`src/cpu_pkg.sv`:
```
package cpu_pkg;

	typedef logic [7:0]  data_t;
	typedef logic [11:0] addr_t;
	typedef logic [1:0]  reg_idx_t;   // R0 to R3

	// Low two bits follow instruction bits 3:2
	typedef enum logic [3:0] {
		alu_add = 4'h0,
		alu_sub = 4'h1,
		alu_adc = 4'h2,
		alu_sbc = 4'h3,
		alu_and = 4'h4,
		alu_or  = 4'h5,
		alu_not = 4'h6,
		alu_xor = 4'h7
	} alu_op_t;

	typedef logic [2:0] flags_t;

	// Bit positions in flags_t
	parameter int flag_c = 0;
	parameter int flag_z = 1;
	parameter int flag_s = 2;

endpackage

```
`src/isa_pkg.sv`:
```
package isa_pkg;

	// Opcode bits 6:4, short form first, long form second
	typedef enum logic [2:0] {
		grp_mov_jcc    = 3'd0,   // MOV Rd,Rs / Jcc zero page
		grp_arith_jump = 3'd1,   // ADD..SBC / JUMP absolute
		grp_logic      = 3'd2,   // AND..XOR / CALL, dropped
		grp_unary      = 3'd3,   // INC DEC CMP TST / MOV SP, dropped
		grp_stack_in   = 3'd4,   // Shifts and stack / IN, all dropped
		grp_load_out   = 3'd5,   // LOAD Rd,[Rs] / OUT
		grp_store      = 3'd6,   // STORE [Rd],Rs / segment loads, dropped
		grp_sys_mem    = 3'd7    // HALT / MOV imm, LOAD, STORE direct
	} opcode_group_t;

	typedef enum logic [1:0] {
		un_inc = 2'd0,
		un_dec = 2'd1,
		un_cmp = 2'd2,
		un_tst = 2'd3
	} unary_op_t;

	// Long group 7, bits 3:2
	typedef enum logic [1:0] {
		mem_imm   = 2'd0,
		mem_load  = 2'd1,
		mem_store = 2'd2,
		mem_none  = 2'd3
	} mem_op_t;

	typedef enum logic [2:0] {
		cond_always = 3'd0,
		cond_c      = 3'd1,
		cond_nc     = 3'd2,
		cond_m      = 3'd3,
		cond_p      = 3'd4,
		cond_z      = 3'd5,
		cond_nz     = 3'd6,
		cond_never  = 3'd7
	} cond_t;

	typedef logic [3:0] page_t;   // Upper nibble of an absolute target

	parameter int long_bit = 7;
	parameter cpu_pkg::data_t halt_opcode = 8'h7F;

endpackage

```
`src/cpu_ifs.sv`:
```
`timescale 1ns/100ps

interface fetch_if;
	import cpu_pkg::*;

	logic  load_ir;
	logic  load_operand;
	logic  jump;
	addr_t jump_target;
	addr_t pc;
	data_t ir;
	data_t operand;

	modport controller (
		output load_ir, load_operand, jump, jump_target,
		input  pc, ir, operand
	);

	modport responder (
		input  load_ir, load_operand, jump, jump_target,
		output pc, ir, operand
	);
endinterface

interface alu_if;
	import cpu_pkg::*;

	logic    start;
	alu_op_t op;
	data_t   a;
	data_t   b;
	data_t   result;
	flags_t  flags;

	modport controller (output start, op, a, b, input result, flags);
	modport responder (input start, op, a, b, output result, flags);
endinterface

interface bus_req_if;
	import cpu_pkg::*;

	logic  req;
	logic  write;
	logic  io;
	addr_t req_addr;
	data_t wdata;

	modport controller (output req, write, io, req_addr, wdata);
	modport responder (input req, write, io, req_addr, wdata);
endinterface

```
`src/alu.sv`:
```
`timescale 1ns/100ps

module alu (
	input  logic     clk,
	input  logic     reset,
	alu_if.responder alu
);
	import cpu_pkg::*;

	alu_op_t    op_q;
	data_t      a_q;
	data_t      b_q;
	logic       busy;   // Operands latched, result due
	logic [8:0] sum;    // Bit 8 is carry or borrow
	flags_t     flags_next;

	always_ff @(posedge clk)
	begin
		if (alu.start)
		begin
			op_q <= alu.op;
			a_q  <= alu.a;
			b_q  <= alu.b;
		end
	end

	always_ff @(posedge clk)
	begin
		if (reset)
			busy <= 1'b0;
		else
			busy <= alu.start;
	end

	always_comb
	begin
		sum = '0;   // Logic ops leave carry clear
		case (op_q)
			alu_add: sum = {1'b0, a_q} + {1'b0, b_q};
			alu_sub: sum = {1'b0, a_q} - {1'b0, b_q};
			alu_adc: sum = {1'b0, a_q} + {1'b0, b_q} + alu.flags[flag_c];
			alu_sbc: sum = {1'b0, a_q} - {1'b0, b_q} - alu.flags[flag_c];
			alu_and: sum[7:0] = a_q & b_q;
			alu_or:  sum[7:0] = a_q | b_q;
			alu_not: sum[7:0] = ~a_q;
			alu_xor: sum[7:0] = a_q ^ b_q;
			default: sum = '0;
		endcase
		flags_next         = '0;
		flags_next[flag_c] = sum[8];
		flags_next[flag_z] = (sum[7:0] == '0);
		flags_next[flag_s] = sum[7];
	end

	always_ff @(posedge clk)
	begin
		if (reset)
			alu.flags <= '0;
		else if (busy)
			alu.flags <= flags_next;   // Held until the next operation
	end

	always_ff @(posedge clk)
	begin
		if (busy)
			alu.result <= sum[7:0];
	end

	a_known_op: assert property (@(posedge clk) disable iff (reset)
		alu.start |-> (!$isunknown(alu.op) && alu.op inside {[alu_add:alu_xor]}))
		else $error("ALU started with unknown op %0h", alu.op);

endmodule

```
`src/bus_master.sv`:
```
`timescale 1ns/100ps

module bus_master (
	input  logic           clk,
	input  logic           reset,
	bus_req_if.responder   bus,
	output cpu_pkg::addr_t addr,
	output cpu_pkg::data_t data_out,
	output logic           we,
	output logic           ioreq
);

	// Strobes follow req, so they drop on their own
	always_ff @(posedge clk)
	begin
		if (reset)
		begin
			we    <= 1'b0;
			ioreq <= 1'b0;
		end
		else
		begin
			we    <= bus.req && bus.write;
			ioreq <= bus.req && bus.io;
		end
	end

	always_ff @(posedge clk)
	begin
		if (bus.req)
		begin
			addr <= bus.req_addr;   // Held through the read wait
			if (bus.write)
				data_out <= bus.wdata;
		end
	end

	// Only OUT drives ioreq
	a_io_write: assert property (@(posedge clk) disable iff (reset)
		ioreq |-> we)
		else $error("ioreq without we");

endmodule

```
`src/cpu_sequencer.sv`:
```
`timescale 1ns/100ps

module cpu_sequencer (
	input  logic              clk,
	input  logic              reset,
	fetch_if.controller       fetch,
	alu_if.controller         alu,
	bus_req_if.controller     bus,
	output cpu_pkg::reg_idx_t rd_a_idx,
	output cpu_pkg::reg_idx_t rd_b_idx,
	input  cpu_pkg::data_t    rd_a,
	input  cpu_pkg::data_t    rd_b,
	output logic              wr_en,
	output cpu_pkg::reg_idx_t wr_idx,
	output cpu_pkg::data_t    wr_data,
	input  cpu_pkg::data_t    data_in,
	output logic              hlt
);
	import cpu_pkg::*;
	import isa_pkg::*;

	typedef enum logic [3:0] {
		fetch_req,
		fetch_wait,
		fetch_cap,
		execute,
		operand_req,
		operand_wait,
		operand_cap,
		execute_long,
		alu_wait,
		alu_write,
		load_wait,
		load_cap,
		halted
	} state_t;

	state_t        state;
	state_t        state_next;
	opcode_group_t group;
	page_t         jump_page;
	reg_idx_t      dest_idx;
	reg_idx_t      dest_next;
	logic          take;
	logic          next_fetch;   // Request the next opcode

	assign group     = opcode_group_t'(fetch.ir[6:4]);
	assign jump_page = fetch.ir[3:0];
	assign rd_a_idx  = (group == grp_store) ? fetch.ir[3:2] : reg_idx_t'(0);   // Else R0
	assign rd_b_idx  = fetch.ir[1:0];
	assign hlt       = (state == halted);

	always_comb
	begin
		case (cond_t'(fetch.ir[2:0]))
			cond_always: take = 1'b1;
			cond_c:      take = alu.flags[flag_c];
			cond_nc:     take = !alu.flags[flag_c];
			cond_m:      take = alu.flags[flag_s];
			cond_p:      take = !alu.flags[flag_s];
			cond_z:      take = alu.flags[flag_z];
			cond_nz:     take = !alu.flags[flag_z];
			cond_never:  take = 1'b0;
		endcase
	end

	always_comb
	begin
		state_next         = state;
		next_fetch         = 1'b0;
		dest_next          = dest_idx;
		fetch.load_ir      = 1'b0;
		fetch.load_operand = 1'b0;
		fetch.jump         = 1'b0;
		fetch.jump_target  = addr_t'(fetch.operand);   // Zero page
		alu.start          = 1'b0;
		alu.op             = alu_add;
		alu.a              = rd_a;
		alu.b              = rd_b;
		bus.req            = 1'b0;
		bus.write          = 1'b0;
		bus.io             = 1'b0;
		bus.req_addr       = fetch.pc;
		bus.wdata          = rd_b;
		wr_en              = 1'b0;
		wr_idx             = dest_idx;
		wr_data            = rd_b;

		case (state)
			fetch_req:
				next_fetch = 1'b1;
			fetch_wait:
				state_next = fetch_cap;
			fetch_cap:
			begin
				fetch.load_ir = 1'b1;
				state_next    = data_in[long_bit] ? operand_req : execute;
			end
			execute:
			begin
				if (fetch.ir == halt_opcode)
					state_next = halted;
				else
				begin
					case (group)
						grp_mov_jcc:
						begin
							wr_en      = 1'b1;
							wr_idx     = fetch.ir[3:2];
							next_fetch = 1'b1;
						end
						grp_arith_jump, grp_logic:
						begin
							alu.start  = 1'b1;
							alu.op     = alu_op_t'({1'b0, group == grp_logic, fetch.ir[3:2]});
							dest_next  = '0;   // Result to R0
							state_next = alu_wait;
						end
						grp_unary:
						begin
							alu.start = 1'b1;
							dest_next = fetch.ir[1:0];
							case (unary_op_t'(fetch.ir[3:2]))
								un_inc:
								begin
									alu.a      = rd_b;
									alu.b      = data_t'(1);
									state_next = alu_wait;
								end
								un_dec:
								begin
									alu.op     = alu_sub;
									alu.a      = rd_b;
									alu.b      = data_t'(1);
									state_next = alu_wait;
								end
								un_cmp:
								begin
									alu.op     = alu_sub;
									next_fetch = 1'b1;   // Flags only
								end
								un_tst:
								begin
									alu.op     = alu_and;
									next_fetch = 1'b1;
								end
							endcase
						end
						grp_load_out:
						begin
							bus.req      = 1'b1;
							bus.req_addr = addr_t'(rd_b);
							dest_next    = fetch.ir[3:2];
							state_next   = load_wait;
						end
						grp_store:
						begin
							bus.req      = 1'b1;
							bus.write    = 1'b1;
							bus.req_addr = addr_t'(rd_a);
							state_next   = fetch_req;
						end
						default:
							next_fetch = 1'b1;
					endcase
				end
			end
			operand_req:
			begin
				bus.req    = 1'b1;
				state_next = operand_wait;
			end
			operand_wait:
				state_next = operand_cap;
			operand_cap:
			begin
				fetch.load_operand = 1'b1;
				state_next         = execute_long;
			end
			execute_long:
			begin
				case (group)
					grp_mov_jcc:
					begin
						fetch.jump = !fetch.ir[3] && take;   // Relative forms dropped
						next_fetch = 1'b1;
					end
					grp_arith_jump:
					begin
						fetch.jump        = 1'b1;
						fetch.jump_target = {jump_page, fetch.operand};
						next_fetch        = 1'b1;
					end
					grp_load_out:
					begin
						bus.req      = 1'b1;
						bus.write    = 1'b1;
						bus.io       = 1'b1;
						bus.req_addr = addr_t'(fetch.operand);
						state_next   = fetch_req;
					end
					grp_sys_mem:
					begin
						case (mem_op_t'(fetch.ir[3:2]))
							mem_imm:
							begin
								wr_en      = 1'b1;
								wr_idx     = fetch.ir[1:0];
								wr_data    = fetch.operand;
								next_fetch = 1'b1;
							end
							mem_load:
							begin
								bus.req      = 1'b1;
								bus.req_addr = addr_t'(fetch.operand);
								dest_next    = fetch.ir[1:0];
								state_next   = load_wait;
							end
							mem_store:
							begin
								bus.req      = 1'b1;
								bus.write    = 1'b1;
								bus.req_addr = addr_t'(fetch.operand);
								state_next   = fetch_req;
							end
							mem_none:
								next_fetch = 1'b1;
						endcase
					end
					default:
						next_fetch = 1'b1;   // Operand byte already consumed
				endcase
			end
			alu_wait:
				state_next = alu_write;
			alu_write:
			begin
				wr_en      = 1'b1;
				wr_data    = alu.result;
				next_fetch = 1'b1;
			end
			load_wait:
				state_next = load_cap;
			load_cap:
			begin
				wr_en      = 1'b1;
				wr_data    = data_in;
				next_fetch = 1'b1;
			end
			halted:
				state_next = halted;
			default:
				state_next = fetch_req;
		endcase

		// Next opcode read overlaps the last cycle of this one
		if (next_fetch)
		begin
			bus.req      = 1'b1;
			bus.write    = 1'b0;
			bus.req_addr = fetch.jump ? fetch.jump_target : fetch.pc;
			state_next   = fetch_wait;
		end
	end

	always_ff @(posedge clk)
	begin
		if (reset)
			state <= fetch_req;
		else
			state <= state_next;
	end

	always_ff @(posedge clk)
		dest_idx <= dest_next;

	a_halt_quiet: assert property (@(posedge clk) disable iff (reset)
		(state == halted) |-> !bus.req)
		else $error("Bus request after HALT");

endmodule

```
`src/grom_top.sv`:
```
`timescale 1ns/100ps

module grom_top #(
	parameter cpu_pkg::addr_t reset_pc = '0
) (
	input  logic           clk,
	input  logic           reset,
	output cpu_pkg::addr_t addr,
	input  cpu_pkg::data_t data_in,
	output cpu_pkg::data_t data_out,
	output logic           we,
	output logic           ioreq,
	output logic           hlt
);
	import cpu_pkg::*;

	reg_idx_t rd_a_idx;
	reg_idx_t rd_b_idx;
	data_t    rd_a;
	data_t    rd_b;
	logic     wr_en;
	reg_idx_t wr_idx;
	data_t    wr_data;

	fetch_if   fetch_bus ();
	alu_if     alu_bus ();
	bus_req_if bus_req ();

	instr_fetch #(
		.reset_pc(reset_pc)
	) i_fetch (
		.clk     (clk),
		.reset   (reset),
		.data_in (data_in),
		.fetch   (fetch_bus)
	);

	cpu_sequencer i_seq (
		.clk      (clk),
		.reset    (reset),
		.fetch    (fetch_bus),
		.alu      (alu_bus),
		.bus      (bus_req),
		.rd_a_idx (rd_a_idx),
		.rd_b_idx (rd_b_idx),
		.rd_a     (rd_a),
		.rd_b     (rd_b),
		.wr_en    (wr_en),
		.wr_idx   (wr_idx),
		.wr_data  (wr_data),
		.data_in  (data_in),
		.hlt      (hlt)
	);

	reg_file i_regs (
		.clk      (clk),
		.reset    (reset),
		.rd_a_idx (rd_a_idx),
		.rd_b_idx (rd_b_idx),
		.rd_a     (rd_a),
		.rd_b     (rd_b),
		.wr_en    (wr_en),
		.wr_idx   (wr_idx),
		.wr_data  (wr_data)
	);

	alu i_alu (
		.clk   (clk),
		.reset (reset),
		.alu   (alu_bus)
	);

	bus_master i_bus (
		.clk      (clk),
		.reset    (reset),
		.bus      (bus_req),
		.addr     (addr),
		.data_out (data_out),
		.we       (we),
		.ioreq    (ioreq)
	);

endmodule

```
`src/instr_fetch.sv`:
```
`timescale 1ns/100ps

module instr_fetch #(
	parameter cpu_pkg::addr_t reset_pc = '0
) (
	input  logic           clk,
	input  logic           reset,
	input  cpu_pkg::data_t data_in,
	fetch_if.responder     fetch
);

	always_ff @(posedge clk)
	begin
		if (reset)
			fetch.pc <= reset_pc;
		else if (fetch.jump)
			fetch.pc <= fetch.jump_target;
		else if (fetch.load_ir || fetch.load_operand)
			fetch.pc <= fetch.pc + 1'b1;   // Past the captured byte
	end

	always_ff @(posedge clk)
	begin
		if (fetch.load_ir)
			fetch.ir <= data_in;
		if (fetch.load_operand)
			fetch.operand <= data_in;
	end

	// Opcode and operand bytes come from separate reads
	a_one_capture: assert property (@(posedge clk) disable iff (reset)
		!(fetch.load_ir && fetch.load_operand))
		else $error("load_ir and load_operand high together");

	// A jump never lands on the cycle that captures a byte
	a_jump_alone: assert property (@(posedge clk) disable iff (reset)
		fetch.jump |-> !(fetch.load_ir || fetch.load_operand))
		else $error("jump collides with a byte capture");

endmodule

```
`src/reg_file.sv`:
```
`timescale 1ns/100ps

module reg_file (
	input  logic              clk,
	input  logic              reset,
	input  cpu_pkg::reg_idx_t rd_a_idx,
	input  cpu_pkg::reg_idx_t rd_b_idx,
	output cpu_pkg::data_t    rd_a,
	output cpu_pkg::data_t    rd_b,
	input  logic              wr_en,
	input  cpu_pkg::reg_idx_t wr_idx,
	input  cpu_pkg::data_t    wr_data
);
	import cpu_pkg::*;

	localparam int num_regs = 2 ** $bits(reg_idx_t);

	data_t regs [num_regs];

	always_ff @(posedge clk)
	begin
		if (reset)
		begin
			for (int i = 0; i < num_regs; i++)
				regs[i] <= '0;
		end
		else if (wr_en)
			regs[wr_idx] <= wr_data;
	end

	assign rd_a = regs[rd_a_idx];
	assign rd_b = regs[rd_b_idx];

endmodule

```
`config.mk`:
```
export PLATFORM = sky130hd
export DESIGN_NAME = grom_top
export DESIGN_NICKNAME = d
export VERILOG_FILES = /design/src/cpu_pkg.sv /design/src/isa_pkg.sv /design/src/cpu_ifs.sv /design/src/alu.sv /design/src/bus_master.sv /design/src/cpu_sequencer.sv /design/src/grom_top.sv /design/src/instr_fetch.sv /design/src/reg_file.sv
export SDC_FILE = /design/constraint.sdc
export NUM_CORES = 1
export LEC_CHECK = 0
export ABC_AREA = 1
export BUFFER_PORTS_ARGS = -buffer_cell sky130_fd_sc_hd__buf_2
export CAP_MARGIN = 20
export CORE_UTILIZATION = 39
export CTS_CLUSTER_SIZE = 16
export DETAILED_ROUTE_END_ITERATION = 7
export SYNTH_ARGS = -nofsm -noshare
export SYNTH_HDL_FRONTEND = slang
export SYNTH_SLANG_ARGS = --single-unit
```
`constraint.sdc`:
```
create_clock -name clk -period 4.25 [get_ports clk]
set_input_delay 0.85 -clock clk [delete_from_list [all_inputs] [get_ports clk]]
set_output_delay 0.85 -clock clk [all_outputs]
set_load 0.03 [all_outputs]
```
==> parameters.txt <==
Parameter                              Value

Critical path
  Worst r2r path cells ... 7
  Worst-path maximum fanout ... 14
  Startpoint type of the worst setup path ... flop
  Worst-path cell chain ... clkinv_1 > ha_1 > a21oi_1 > nand2_1 > nand3_2 > inv_2 > nand2_1
  Required time worst endpoint ... 4.31 ns
  Peak per-stage delay on the critical path ... 0.49 ns
  Critical path origin ... i_fetch.fetch.ir[2]
  Worst reg2reg path endpoint ... i_bus.addr[2]
  Stages on worst setup path ... 7
  Critical Path Slowest Stage Cell ... sky130_fd_sc_hd__nand2_1
  Source of the worst register-to-register timing path ... i_fetch.fetch.ir[2]
  Crit path top cell by count ... sky130_fd_sc_hd__nand2_1
  Worst reg2reg setup slack ... 1.18 ns
  End point of the critical path ... i_bus.addr[2]
  Arrival time at the worst endpoint ... 3.13 ns
  Sum of buffers and inverters on the critical path ... 2
  Critical setup path kind ... flop to flop
  Kind of end point of the critical path ... flop
  CP top delay family ... simple AND/OR/NAND/NOR gates

Pwr
  Power share of the sequential group ... 45.3%
  Part of the power in combinational logic ... 6.3%
  Leakage power total ... 0.00411 uW
  Worst voltage drop across the vdd grid ... 0.000269 V
  Clk network pwr share ... 48.4%
  Share of total power consumed by net switching ... 22.6%
  Power density over the cells ... 319 mW/mm2
  Net switching power figure ... 663 uW
  Cell-internal power ... 2270 uW

Global route
  Total gr overflow ... 0
  Number of global-route vias before repair ... 7206
  Global-route wire length before repair ... 38.6 mm
  Combined global-route utilization of all metal layers ... 23.5%
  Number of antenna violations at the first check in global routing ... 0
  Pin count of the biggest net entering global routing ... 21

CTS
  Worst-case clock buffer depth ... 2
  Root buffer selected by CTS ... sky130_fd_sc_hd__clkbuf_16
  Clock insertion delay at the later pin of the skew report ... 0.43 ns
  Clock tree from TritonCTS ... built
  Maximum level of the CTS H-tree ... 4
  Count of hold-fix buffers inserted at cts ... 0
  Number of clock sinks ... 121
  Setup Buffers After CTS ... 0
  Count of instances resized after the clock tree is built ... 0
  CTS buffer count ... 17
  Clk slew on worst S/H paths ... 0.06 ns

Run
  Max-capacitance violation count ... 0

Floorplan
  Die H ... 147 um
  Die width ... 147 um
  Initial core utilization ... 40.2%
  Overall die area ... 0.0217 mm2
  Core Box Area ... 0.0204 mm2
  Standard-cell rows ... 52
  Number of top-level pins ... 33

Timing
  Min Clock Period, post-route ... 3.07 ns
  Final setup violation count ... 0
  Highest clock frequency the design can meet ... 325 MHz
  WHS ... 0.488 ns
  Number of failing hold endpoints at the final stage ... 0
  Max-Slew Margin vs Limit ... 23.3%
  Period utilization ... 72.3%
  Summed negative setup slack over all endpoints ... 0 ns
  Final-report max-slew violation count ... 0
  Transition time at the pin with the least slew margin ... 1.15 ns
  Fin Clk Skew ... 0.0112 ns
  RSZ-0062 raised after global routing ... false

Cells and area
  Total non-filler cell area in the finished layout ... 0.00921 mm2
  Fill count ... 2108
  Number of nets in the layout ... 1153
  Finished Core Util ... 45.1%
  Non-filler cells in the finished layout ... 1391
  Commonest non-fill, non-tap cells in the layout ... sky130_fd_sc_hd__nand2_1, sky130_fd_sc_hd__inv_1, sky130_fd_sc_hd__nor2_1
  Area growth, synth to finish ... 12.0%
  Total inserted antenna cells ... 0
  Most frequent standard cell in the layout excluding fill and tap cells ... sky130_fd_sc_hd__nand2_1
  Layout cell share with drive strength beyond 1 ... 10.5%

Placement
  Total placed instance area ... 0.00862 mm2
  Port-buffer cells ... 32
  DPL Wire Length ... 18.6 mm
  Cell count after placement ... 1358
  Routability Congestion ... 0.999

Worst hold path
  Worst min path class ... flop to flop

Yosys
  Synthesized instance count ... 1074
  Cell type with the highest aggregate area in the netlist ... sky130_fd_sc_hd__edfxtp_1
  Post-Synthesis Cell Area ... 0.00822 mm2
  Post-synth cell types ... 50
  Cell types occupying the most area after synthesis ... sky130_fd_sc_hd__edfxtp_1, sky130_fd_sc_hd__nand2_1, sky130_fd_sc_hd__nand3_1
  Nets in the synthesized netlist ... 1119
  Post-synthesis sequential area ratio ... 41.3%
  Syn avg cell area ... 7.66 um2
  Yosys Warn Count ... 0
  Area share of the largest cell type after synthesis ... 35.4%
  Register bit total from synthesis ... 121

Outcome
  Outcome ... finished clean

Routing
  TritonRoute pass-1 iters ... 6
  Final antenna-violating net count ... 0
  Violation count after the first detailed-routing iteration ... 531
  Via count ... 7475
  Number of DRC violations after detailed routing ... 0
  WL per Instance ... 17.3 um
  Drt via density ... 5.37
  Total Wirelength ... 24.0 mm
kinds of logic (layout without fill, tap and decap cells):
logic type / after synthesis / count (layout) / synth area share (%)
flops: 121 / 121 / 41.3
buf+inv: 184 / 231 / 9.05
simple gates: 586 / 586 / 32.3
compound gates: 141 / 141 / 11.1
fa+ha+maj: 35 / 35 / 5.51
xor+xnor: 7 / 7 / 0.746
how the worst min path moves through the flow:
stage	start	to	slack [ns]	cells after the start
after global routing	i_fetch.fetch.pc[4]	i_fetch.fetch.pc[4]	0.54	2
after CTS	i_fetch.fetch.pc[4]	i_fetch.fetch.pc[4]	0.49	2
after global placement	i_fetch.fetch.pc[4]	i_fetch.fetch.pc[4]	0.47	2
final	i_fetch.fetch.pc[4]	i_fetch.fetch.pc[4]	0.49	2
after floorplan	i_fetch.fetch.pc[4]	i_fetch.fetch.pc[4]	0.46	2
after detailed placement	i_fetch.fetch.pc[4]	i_fetch.fetch.pc[4]	0.49	2
metrics by stage:
stage          power [uW]  setup WS [ns]
6_report             2930           1.18
5_1_grt              3010           1.04
4_1_cts              2950           1.22
3_5_place_dp         1530           1.20
3_3_place_gp         1540           1.33
2_1_floorplan        1470           1.46
worst min-delay path: cells and delay by family, from the launching register on:
family | cells | cell delay (ns)
AO/OA/AOI/OAI | 1 | 0.06
flip-flops | 1 | 0.31
AND/OR/NAND/NOR | 1 | 0.06
area by class of cell:
type	instances	area (um2)	share of cell area, %
multi-input cells	769	4090	44.4
well taps	270	338	3.67
flip-flops and latches	121	3390	36.9
clock buffers	22	444	4.82
repair buffers	36	198	2.15
inverters	163	619	6.73
clock inverters	10	126	1.37
registers in the layout, indices dropped and copies added (netlist names), 4 cells and up, named ones only:
name / count
i_alu.a_q: 8
i_alu.alu.result: 8
i_alu.b_q: 8
i_bus.addr: 12
i_bus.data_out: 8
i_fetch.fetch.ir: 8
i_fetch.fetch.operand: 8
i_fetch.fetch.pc: 12
i_regs.regs: 32
i_seq.state: 4
Yosys cell counts, drive strengths merged:
cell	count
o2111ai	9
nor4	1
a22oi	3
nand2	309
and2	1
o31ai	1
o21ai	35
nor2	137
fa	2
ha	33
a21boi	3
o211ai	13
a211oi	4
nand3b	2
or2	1
edfxtp	97
a221oi	8
buf	15
nor3	10
clkbuf	6
dfxtp	24
nand3	111
a21oi	32
inv	159
o22ai	23
o2bb2ai	1
clkinv	4
o41ai	1
o311ai	1
nand4	14
xor2	7
a31oi	7
per-layer routing:
| layer | track usage, % | up-vias | wire length, um |
|---|---|---|---|
| met2 | 37.1 | 270 | 11100 |
| li1 | - | 3645 | - |
| met5 | 0 | - | 0 |
| met1 | 30.4 | 3489 | 10400 |
| met4 | 13.2 | 0 | 1120 |
| met3 | 4.35 | 71 | 1470 |
power groups by stage:
| stage | clock network [uW] | registers, uW | logic, uW |
|---|---|---|---|
| 2_1_floorplan | 0 | 1370 | 97.4 |
| 3_3_place_gp | 0 | 1350 | 184 |
| 3_5_place_dp | 0 | 1350 | 184 |
| 4_1_cts | 1430 | 1330 | 184 |
| 5_1_grt | 1480 | 1330 | 202 |
| 6_report | 1420 | 1330 | 186 |
Note: power is estimated with default switching activity, not from simulation.
